`config.mk`:
```
export PLATFORM = sky130hd
export DESIGN_NAME = qdr_controller
export DESIGN_NICKNAME = d
export VERILOG_FILES = /design/src/rtl/qdr_pkg.sv /design/src/rtl/qdr_cmd_issue.sv /design/src/rtl/qdr_controller.sv /design/src/rtl/qdr_phy_init.sv /design/src/rtl/qdr_rd_capture.sv
export VERILOG_INCLUDE_DIRS = /design/src /design/src/rtl
export SDC_FILE = /design/constraint.sdc
export NUM_CORES = 1
export LEC_CHECK = 0
export BUFFER_PORTS_ARGS = -buffer_cell sky130_fd_sc_hd__buf_2
export CAP_MARGIN = 10
export CORE_UTILIZATION = 53
export CTS_CLUSTER_DIAMETER = 100
export DETAILED_ROUTE_END_ITERATION = 16
export MAX_ROUTING_LAYER = met4
export PLACE_DENSITY = 0.84
export SKIP_LAST_GASP = 1
export SLEW_MARGIN = 40
export SYNTH_ARGS = -nofsm -noshare
export SYNTH_HDL_FRONTEND = slang
export SYNTH_SLANG_ARGS = --single-unit
```
`constraint.sdc`:
```
create_clock -name clk0 -period 3.27 [get_ports clk0]
set_clock_uncertainty 0.1 [all_clocks]
set_input_delay 0.327 -clock clk0 [delete_from_list [all_inputs] [get_ports clk0]]
set_output_delay 0.327 -clock clk0 [all_outputs]
set_load 0.005 [all_outputs]
```
`src/rtl/qdr_params.svh`:
```
`ifndef QDR_PARAMS_SVH
`define QDR_PARAMS_SVH

// Pin widths of one beat
`define QDR_DATA_W 36
`define QDR_BW_W 4
`define QDR_ADDR_W 22

// Init wait counts in clk0 cycles
`define QDR_DLL_WAIT 32
`define QDR_LOCK_WAIT 64

// Training attempts before calibration gives up
`define QDR_CAL_TRIES 3

// Training word written to address 0 and read back
`define QDR_CAL_PATTERN 72'h00_abcd_ef12_3456_7890

`endif

```
`src/rtl/qdr_pkg.sv`:
```
`include "qdr_params.svh"

package qdr_pkg;

  typedef struct packed {
    logic [`QDR_DATA_W-1:0] hi;
    logic [`QDR_DATA_W-1:0] lo;   // First beat on the pins
  } qdr_beats_s;

  typedef union packed {
    logic [2*`QDR_DATA_W-1:0] flat;
    qdr_beats_s               beats;
  } qdr_burst_u;

  typedef struct packed {
    logic [`QDR_BW_W-1:0] hi;
    logic [`QDR_BW_W-1:0] lo;
  } qdr_be_beats_s;

  typedef union packed {
    logic [2*`QDR_BW_W-1:0] flat;
    qdr_be_beats_s          beats;
  } qdr_be_u;

  typedef struct packed {
    logic [`QDR_ADDR_W-1:0] sa;
    logic                   w_n;
    logic                   r_n;
    logic [`QDR_BW_W-1:0]   bw_n;
    logic [`QDR_DATA_W-1:0] d;
  } qdr_pins_s;

  typedef struct packed {
    logic                   rd;
    logic                   wr;
    logic [`QDR_ADDR_W-1:0] addr;
    qdr_burst_u             data;
    qdr_be_u                be;
  } qdr_req_s;

  typedef enum logic [3:0] {
    PHY_RESET   = 4'd0,
    PHY_DLL     = 4'd1,
    PHY_LOCK    = 4'd2,
    PHY_CAL_WR  = 4'd3,
    PHY_CAL_RD  = 4'd4,
    PHY_CAL_CHK = 4'd5,
    PHY_READY   = 4'd6,
    PHY_FAIL    = 4'd7
  } qdr_phy_state_e;

endpackage

```
`src/rtl/qdr_cmd_issue.sv`:
```
module qdr_cmd_issue (
  input  logic               clk0,
  input  logic               rst_i,
  input  logic               phy_rdy,
  input  qdr_pkg::qdr_req_s  cal_req,
  input  qdr_pkg::qdr_req_s  usr_req,
  output qdr_pkg::qdr_pins_s pins
);

  qdr_pkg::qdr_req_s  req;
  qdr_pkg::qdr_burst_u wr_data_q;
  qdr_pkg::qdr_be_u   wr_be_q;
  qdr_pkg::qdr_burst_u wr_data_sel;
  qdr_pkg::qdr_be_u   wr_be_sel;
  logic [21:0]        rd_addr_q;
  logic [21:0]        wr_addr_q;
  logic               slot;
  logic               rd_pend;
  logic               wr_pend;
  logic               hi_pend;
  logic               rd_go;
  logic               wr_go;

  assign req = phy_rdy ? usr_req : cal_req;   // Training owns the bus until ready

  // Pins are registered, so a decision here lands in the following slot
  assign rd_go = slot & (req.rd | rd_pend);
  assign wr_go = ~slot & (req.wr | wr_pend);

  assign wr_data_sel = req.wr ? req.data : wr_data_q;
  assign wr_be_sel   = req.wr ? req.be : wr_be_q;

  always_ff @(posedge clk0) begin
    if (rst_i) begin
      slot      <= 1'b0;
      rd_pend   <= 1'b0;
      wr_pend   <= 1'b0;
      hi_pend   <= 1'b0;
      pins.r_n  <= 1'b1;
      pins.w_n  <= 1'b1;
      pins.bw_n <= '1;
    end else begin
      slot     <= ~slot;
      rd_pend  <= req.rd & ~slot;   // Wrong phase, goes out one cycle later
      wr_pend  <= req.wr & slot;
      hi_pend  <= wr_go;
      pins.r_n <= ~rd_go;
      pins.w_n <= ~wr_go;
      if (wr_go) pins.bw_n <= ~wr_be_sel.beats.lo;
      else if (hi_pend) pins.bw_n <= ~wr_be_q.beats.hi;
      else pins.bw_n <= '1;
    end
  end

  always_ff @(posedge clk0) begin
    if (req.rd) rd_addr_q <= req.addr;
    if (req.wr) begin
      wr_addr_q <= req.addr;
      wr_data_q <= req.data;
      wr_be_q   <= req.be;
    end
    if (rd_go) pins.sa <= req.rd ? req.addr : rd_addr_q;
    else if (wr_go) pins.sa <= req.wr ? req.addr : wr_addr_q;
    if (wr_go) pins.d <= wr_data_sel.beats.lo;
    else if (hi_pend) pins.d <= wr_data_q.beats.hi;   // Second beat of the burst
  end

endmodule

```
`src/rtl/qdr_controller.sv`:
```
`include "qdr_params.svh"

module qdr_controller (
  input  logic                     clk0,
  input  logic                     qdr_rst,
  input  logic                     idelay_rdy,
  input  logic [`QDR_DATA_W-1:0]   qdr_q,
  input  logic                     qdr_cq,   // Echo clocks are not needed at single rate
  input  logic                     qdr_cq_n,
  input  logic                     qdr_qvld,
  input  logic                     usr_rd_strb,
  input  logic                     usr_wr_strb,
  input  logic [`QDR_ADDR_W-1:0]   usr_addr,
  input  logic [2*`QDR_DATA_W-1:0] usr_wr_data,
  input  logic [2*`QDR_BW_W-1:0]   usr_wr_be,
  output logic [`QDR_DATA_W-1:0]   qdr_d,
  output logic [`QDR_ADDR_W-1:0]   qdr_sa,
  output logic                     qdr_w_n,
  output logic                     qdr_r_n,
  output logic [`QDR_BW_W-1:0]     qdr_bw_n,
  output logic                     qdr_k,
  output logic                     qdr_k_n,
  output logic                     qdr_dll_off_n,
  output logic                     phy_rdy,
  output logic                     cal_fail,
  output logic [3:0]               phy_state_prb,
  output logic [2*`QDR_DATA_W-1:0] usr_rd_data,
  output logic                     usr_rd_dvld
);

  logic                    rst_i;
  qdr_pkg::qdr_req_s       cal_req;
  qdr_pkg::qdr_req_s       usr_req;
  qdr_pkg::qdr_pins_s      pins;
  qdr_pkg::qdr_burst_u     rd_data;
  qdr_pkg::qdr_phy_state_e phy_state;

  assign rst_i = qdr_rst | ~idelay_rdy;   // Held until the delay elements are stable

  assign usr_req.rd        = usr_rd_strb & phy_rdy;
  assign usr_req.wr        = usr_wr_strb & phy_rdy;
  assign usr_req.addr      = usr_addr;
  assign usr_req.data.flat = usr_wr_data;
  assign usr_req.be.flat   = usr_wr_be;

  qdr_phy_init u_phy_init (
    .clk0      (clk0),
    .rst_i     (rst_i),
    .cap_data  (rd_data),
    .cap_dvld  (usr_rd_dvld),
    .cal_req   (cal_req),
    .dll_off_n (qdr_dll_off_n),
    .phy_rdy   (phy_rdy),
    .cal_fail  (cal_fail),
    .state     (phy_state)
  );

  qdr_cmd_issue u_cmd_issue (
    .clk0    (clk0),
    .rst_i   (rst_i),
    .phy_rdy (phy_rdy),
    .cal_req (cal_req),
    .usr_req (usr_req),
    .pins    (pins)
  );

  qdr_rd_capture u_rd_capture (
    .clk0     (clk0),
    .rst_i    (rst_i),
    .qdr_q    (qdr_q),
    .qdr_qvld (qdr_qvld),
    .rd_data  (rd_data),
    .rd_dvld  (usr_rd_dvld)
  );

  assign qdr_sa        = pins.sa;
  assign qdr_w_n       = pins.w_n;
  assign qdr_r_n       = pins.r_n;
  assign qdr_bw_n      = pins.bw_n;
  assign qdr_d         = pins.d;
  assign qdr_k         = clk0;
  assign qdr_k_n       = ~clk0;
  assign phy_state_prb = phy_state;
  assign usr_rd_data   = rd_data.flat;

endmodule

```
`src/rtl/qdr_phy_init.sv`:
```
`include "qdr_params.svh"

module qdr_phy_init (
  input  logic                    clk0,
  input  logic                    rst_i,
  input  qdr_pkg::qdr_burst_u     cap_data,
  input  logic                    cap_dvld,
  output qdr_pkg::qdr_req_s       cal_req,
  output logic                    dll_off_n,
  output logic                    phy_rdy,
  output logic                    cal_fail,
  output qdr_pkg::qdr_phy_state_e state
);

  localparam int CAL_GAP = 4;   // Lets the training write settle before the read-back
  localparam int WDOG = 16;

  logic [7:0] cnt;
  logic [1:0] tries;
  logic       cal_ok;

  assign cal_ok = (cap_data.flat == `QDR_CAL_PATTERN);

  always_ff @(posedge clk0) begin
    if (rst_i) begin
      state <= qdr_pkg::PHY_RESET;
      cnt   <= '0;
      tries <= '0;
    end else begin
      cnt <= cnt + 8'd1;
      case (state)
        qdr_pkg::PHY_RESET: begin
          state <= qdr_pkg::PHY_DLL;
          cnt   <= '0;
        end
        qdr_pkg::PHY_DLL: begin
          if (cnt == 8'(`QDR_DLL_WAIT - 1)) begin
            state <= qdr_pkg::PHY_LOCK;   // DLL released from here on
            cnt   <= '0;
          end
        end
        qdr_pkg::PHY_LOCK: begin
          if (cnt == 8'(`QDR_LOCK_WAIT - 1)) begin
            state <= qdr_pkg::PHY_CAL_WR;
            cnt   <= '0;
          end
        end
        qdr_pkg::PHY_CAL_WR: begin
          if (cnt == 8'(CAL_GAP - 1)) begin
            state <= qdr_pkg::PHY_CAL_RD;
          end
        end
        qdr_pkg::PHY_CAL_RD: begin
          state <= qdr_pkg::PHY_CAL_CHK;
          cnt   <= '0;
        end
        qdr_pkg::PHY_CAL_CHK: begin
          if (cap_dvld || cnt == 8'(WDOG - 1)) begin
            cnt <= '0;
            if (cap_dvld && cal_ok) begin
              state <= qdr_pkg::PHY_READY;
            end else if (tries == 2'(`QDR_CAL_TRIES - 1)) begin
              state <= qdr_pkg::PHY_FAIL;
            end else begin
              tries <= tries + 2'd1;
              state <= qdr_pkg::PHY_CAL_WR;
            end
          end
        end
        qdr_pkg::PHY_READY, qdr_pkg::PHY_FAIL: cnt <= cnt;   // Terminal states
        default: state <= qdr_pkg::PHY_RESET;
      endcase
    end
  end

  // Write strobe on the first cycle of CAL_WR, read strobe for the single CAL_RD cycle
  always_comb begin
    cal_req           = '0;
    cal_req.wr        = (state == qdr_pkg::PHY_CAL_WR) && (cnt == 8'd0);
    cal_req.rd        = (state == qdr_pkg::PHY_CAL_RD);
    cal_req.addr      = '0;
    cal_req.data.flat = `QDR_CAL_PATTERN;
    cal_req.be.flat   = '1;
  end

  assign dll_off_n = (state != qdr_pkg::PHY_RESET) && (state != qdr_pkg::PHY_DLL);
  assign phy_rdy   = (state == qdr_pkg::PHY_READY);
  assign cal_fail  = (state == qdr_pkg::PHY_FAIL);

endmodule

```
`src/rtl/qdr_rd_capture.sv`:
```
`include "qdr_params.svh"

module qdr_rd_capture (
  input  logic                   clk0,
  input  logic                   rst_i,
  input  logic [`QDR_DATA_W-1:0] qdr_q,
  input  logic                   qdr_qvld,
  output qdr_pkg::qdr_burst_u    rd_data,
  output logic                   rd_dvld
);

  logic                   beat;   // Set once the lo beat is held
  logic [`QDR_DATA_W-1:0] lo_q;

  always_ff @(posedge clk0) begin
    if (rst_i) begin
      beat    <= 1'b0;
      rd_dvld <= 1'b0;
    end else begin
      rd_dvld <= qdr_qvld & beat;
      if (qdr_qvld) begin
        beat <= ~beat;
      end
    end
  end

  // Back-to-back bursts simply keep alternating lo and hi
  always_ff @(posedge clk0) begin
    if (qdr_qvld && !beat) begin
      lo_q <= qdr_q;
    end
    if (qdr_qvld && beat) begin
      rd_data.beats.lo <= lo_q;
      rd_data.beats.hi <= qdr_q;
    end
  end

endmodule
```
* After elaboration in Yosys (flattened, before gate mapping) *
Index checks and enable logic that the tools add are counted.
W data, S select, Z words.

storage, ports and cells
  flip-flop bits (word level) = 316
  word-level logic and storage cells = 101

operators by class
  muxes and demuxes = 22
  bitwise logic cells = 21
  equal/unequal tests = 18
  reduce and logical (&&, ||, !) cells = 16
  add/subtract/negate cells = 2

operator list
  operator                count
  $mux W36                3
  $mux W104               1
  $mux W22                4
  $eq A72 B64 Y1 const B  1
  $pmux W8 S5             1
  $mux W4                 8
  $pmux W4 S7             1
  $mux W8                 3
  $eq A4 B3 Y1 const B    4
  $not A1 Y1              9
  $add A8 B1 Y8 const B   1
  $eq A4 B2 Y1 const B    2
  $eq A8 B2 Y1 const B    1
  $eq A8 B4 Y1 const B    1
  $eq A8 B5 Y1 const B    1
  $eq A8 B6 Y1 const B    1
  $logic_not A8 Y1        1
  $ne A2 B1 Y1 const B    4
  $not A4 Y4              2
  $and A1 B1 Y1           7
  $logic_and A1 B1 Y1     5
  $reduce_and A5 Y1       1
  $eq A4 B1 Y1 const B    1
  $logic_not A4 Y1        1
  other kinds (11)        15

* Logic depth before layout (Yosys ltp) *
  word-level depth = 7
  depth in mapped cells = 11

* Hierarchy *
Synthesis repeated with hierarchy kept, for this count alone.

second synthesis, totals
  cell total of the unflattened synthesis = 1,036
  area, all modules = 13,753.2 um^2

modules (own cells, without submodules)
  module          sequential area each (um^2)  area each (um^2)  instances  cells each
  qdr_cmd_issue   4,864.7                      8,444.3           1          664
  qdr_rd_capture  3,283.1                      3,326.9           1          115
  qdr_phy_init    260.2                        1,951.9           1          252
  qdr_controller  0.0                          30.0              1          5

==> run metrics <==
top-level port count=292; Remaining DRCs=0; DIE WIDTH=150.6 µm; worst hold start=usr_wr_be[0]; GRT Resource Usage Total=30.75%; CTS resizes=0; share of layout cells above drive strength 1=30.71%; Register-to-Register Setup Slack=about 0.6 ns; CP Capture Type=output port; Mapped Nets=around 1000; Seq/Total Area, Yosys=71.48%; Multi-input gate area=3004 µm²; CTS tree=done; syn avg cell area=around 13 µm²; setup TNS=0 ns; Post-synth EDFFs=206; final hold vios=0; initial antenna violation count=2; Rel. slew slack=47.66%; Die H=150.6 µm; top sig layer=met4; 1st-pass router iterations=5; top cell type's share of synthesized area=about 53%; worst-margin pin slew=between 0.7 and 0.8 ns; Worst Hold Class=primary input to flip-flop; worst reg-to-reg path cell count=7; Nets=1446; FF+latch area=8368 µm²; CP arrival=2.46 ns; kind of critical path=clock port to output port; compound-cell area share of the yosys netlist=8.422%; row count=54; antenna-violating nets left=0; Placement Setup Slack=0.6091 ns; Pwr Density=535.6 nW/µm²; I/O Buffers=288; Async S/R FF share, synth=0%; most frequent cells after synthesis=edfxtp_1 (206), dfxtp_1 (109), nand2_1 (104), o21ai_0 (93), a21oi_1 (42); Fillers=1228; Synth Flop Type=edfxtp_1; Syn Inst Count=868; placed cell count=1402; wire length on met1=12350 µm; Synth area leader=edfxtp_1; Post-Synth Adder-Cell Area=0.3206%; worst endpoint required time=2.84 ns; post-synthesis mux area share=4.810%; clock latency on the worst-skew pair=0.67 ns; first-pass GRT wire length=50660 µm; outcome=finished, final reports clean; CP startpoint kind=clock port; wire per inst=21.43 µm; r2r endpoint=u_cmd_issue.pins[35]$_DFFE_PP_; placed inst area=around 13000 µm²; Area Overhead vs Synth=36.19%; DRT iter0 DRCs=about 670; number of distinct library cells after synthesis=55; die area=22680 µm²; Routed Wire Length=around 34000 µm; VDD IR max=just under 600 µV; max-slew violations=0; Post-DP HPWL=18920 µm; final setup vio count=0; XOR/XNOR Fraction of Synth Area=0.6734%; Ys Warns=0; unrepaired setup endpoints after global routing=no; critical-path maximum fanout=15; RD Place Congestion=0.8222; Layout Cells excl Fill=1604; fin area=around 16000 µm²; hold depth=4; met2 WL=~18000 µm; FF+latch count, synth=315; DR vias/cell=5.610; Clk pin slew, worst setup/hold paths=0.06 ns; Final WS setup=0.3830 ns; Tot Pwr=8538 µW; core area=between 20000 and 25000 µm²; count leader, synth=edfxtp_1; max-cap check violation count=0; Reg2Reg Launch Point=u_phy_init.cnt[2]$_SDFFE_PP0P_; number of global-route vias before repair=9243; largest net degree at the start of global routing=64; simple logic cell fraction of the synthesized area=11.05%; area of the mapped netlist=between 10000 and 15000 µm²; via count=8998; initial core utilization=53.81%; grt total ovfl=0; synth top area cells=edfxtp_1 (53%), dfxtp_1 (19%), mux2_4 (4.4%); wire length on met3=3026 µm; P_leak=just over 0.006 µW; Hold Crit Endpoint=u_cmd_issue.wr_be_q[0]$_DFF_P_; main combinational cell family by area after synthesis=simple AND/OR/NAND/NOR gates
-- area by class of cell --
| cell class | instances | share of cell area [%] |
|---|---|---|
| diodes | 2 | 0.03139 |
| clock buffers | 48 | 5.808 |
| clock inverters | 16 | 1.012 |
| inverters | 30 | 0.7377 |
| multi-input cells | 470 | 18.84 |
| flip-flops and latches | 315 | 52.49 |
| well taps | 280 | 2.197 |
| repair buffers | 443 | 18.88 |
-- cell usage in the layout, fill, tap and decap left out, types with 5 or more instances in the layout --
master / instances
nand3_1: 9
nor4bb_1: 9
xor2_1: 5
a21oi_1: 42
clkbuf_1: 10
edfxtp_1: 206
nor4_1: 18
or3_1: 23
and2_1: 26
buf_2: 288
nand2_1: 104
o22ai_1: 21
buf_4: 15
mux2_4: 34
nand4_1: 6
dlygate4sd3_1: 139
clkinv_1: 5
nor2_1: 13
or4_1: 5
dfxtp_1: 109
clkbuf_16: 34
o21ai_0: 93
inv_1: 28
-- critical path, stage by stage --
cell	delay, ns
clkbuf_16	0.12
clkbuf_16	0.14
clkbuf_16	0.22
clkbuf_16	0.19
inv_1	0.05
buf_2	0.10
-- cells by family after synthesis --
logic type,Yosys count
flip-flops,315
AND/OR/NAND/NOR,241
AO/OA/AOI/OAI,177
buffers and inverters,83
multiplexers,39
XOR/XNOR,9
adder cells (fa/ha/maj),3
other,1
-- worst max path at each step --
stage / slack [ns] / from / end
global placement: 0.53 / u_phy_init.state[2]$_SDFFE_PP0P_ / u_cmd_issue.pins[44]$_DFFE_PP_
finish: 0.38 / clk0 / qdr_k_n
CTS: 0.36 / clk0 / qdr_k_n
detailed placement: 0.61 / u_phy_init.cnt[2]$_SDFFE_PP0P_ / u_cmd_issue.pins[0]$_DFFE_PP_
floorplan: 0.38 / u_phy_init.cnt[2]$_SDFFE_PP0P_ / u_cmd_issue.pins[42]$_DFFE_PP_
global route: 0.31 / u_phy_init.state[0]$_SDFFE_PP0P_ / phy_rdy
-- state kept, by name, indices dropped and copies added, names as in the netlist, 2 cells and up --
register and count:
u_cmd_issue.rd_addr_q 22, u_cmd_issue.pins 64, u_phy_init.state 3, u_rd_capture.rd_data 72
u_cmd_issue.wr_be_q 8, u_rd_capture.lo_q 36, u_cmd_issue.wr_addr_q 22, u_cmd_issue.wr_data_q 72
u_phy_init.cnt 8, u_phy_init.tries 2
-- metal layers --
metal | vias to the layer above | global-route usage, %
li1 | 4032 | -
met1 | 4318 | 33.30
met2 | 542 | 53.39
met3 | 106 | 7.667
met4 | 0 | 13.50
met5 | - | -
-- timing repair --
action	4_1_cts	5_1_grt
hold buffers	139	0
endpoints found under the hold margin	227	0
setup buffers	0	0
-- through the flow --
stage / hold WS [ns] / utilization (%)
final: 0.05082 / 73.28
after global routing: 0.03612 / 73.28
after CTS: 0.02381 / 73.26
after detailed placement: 0.3045 / 61.93
after global placement: 0.3002 / 61.57
after floorplan: 0.2535 / -
-- where the power goes --
group / internal, µW / total [µW] / switching, µW
clock network: 2210 / 3760 / 1550
registers: 4310 / 4340 / 33.3
logic: 236 / 439 / 202
Note: power is estimated with default switching activity, not from simulation.
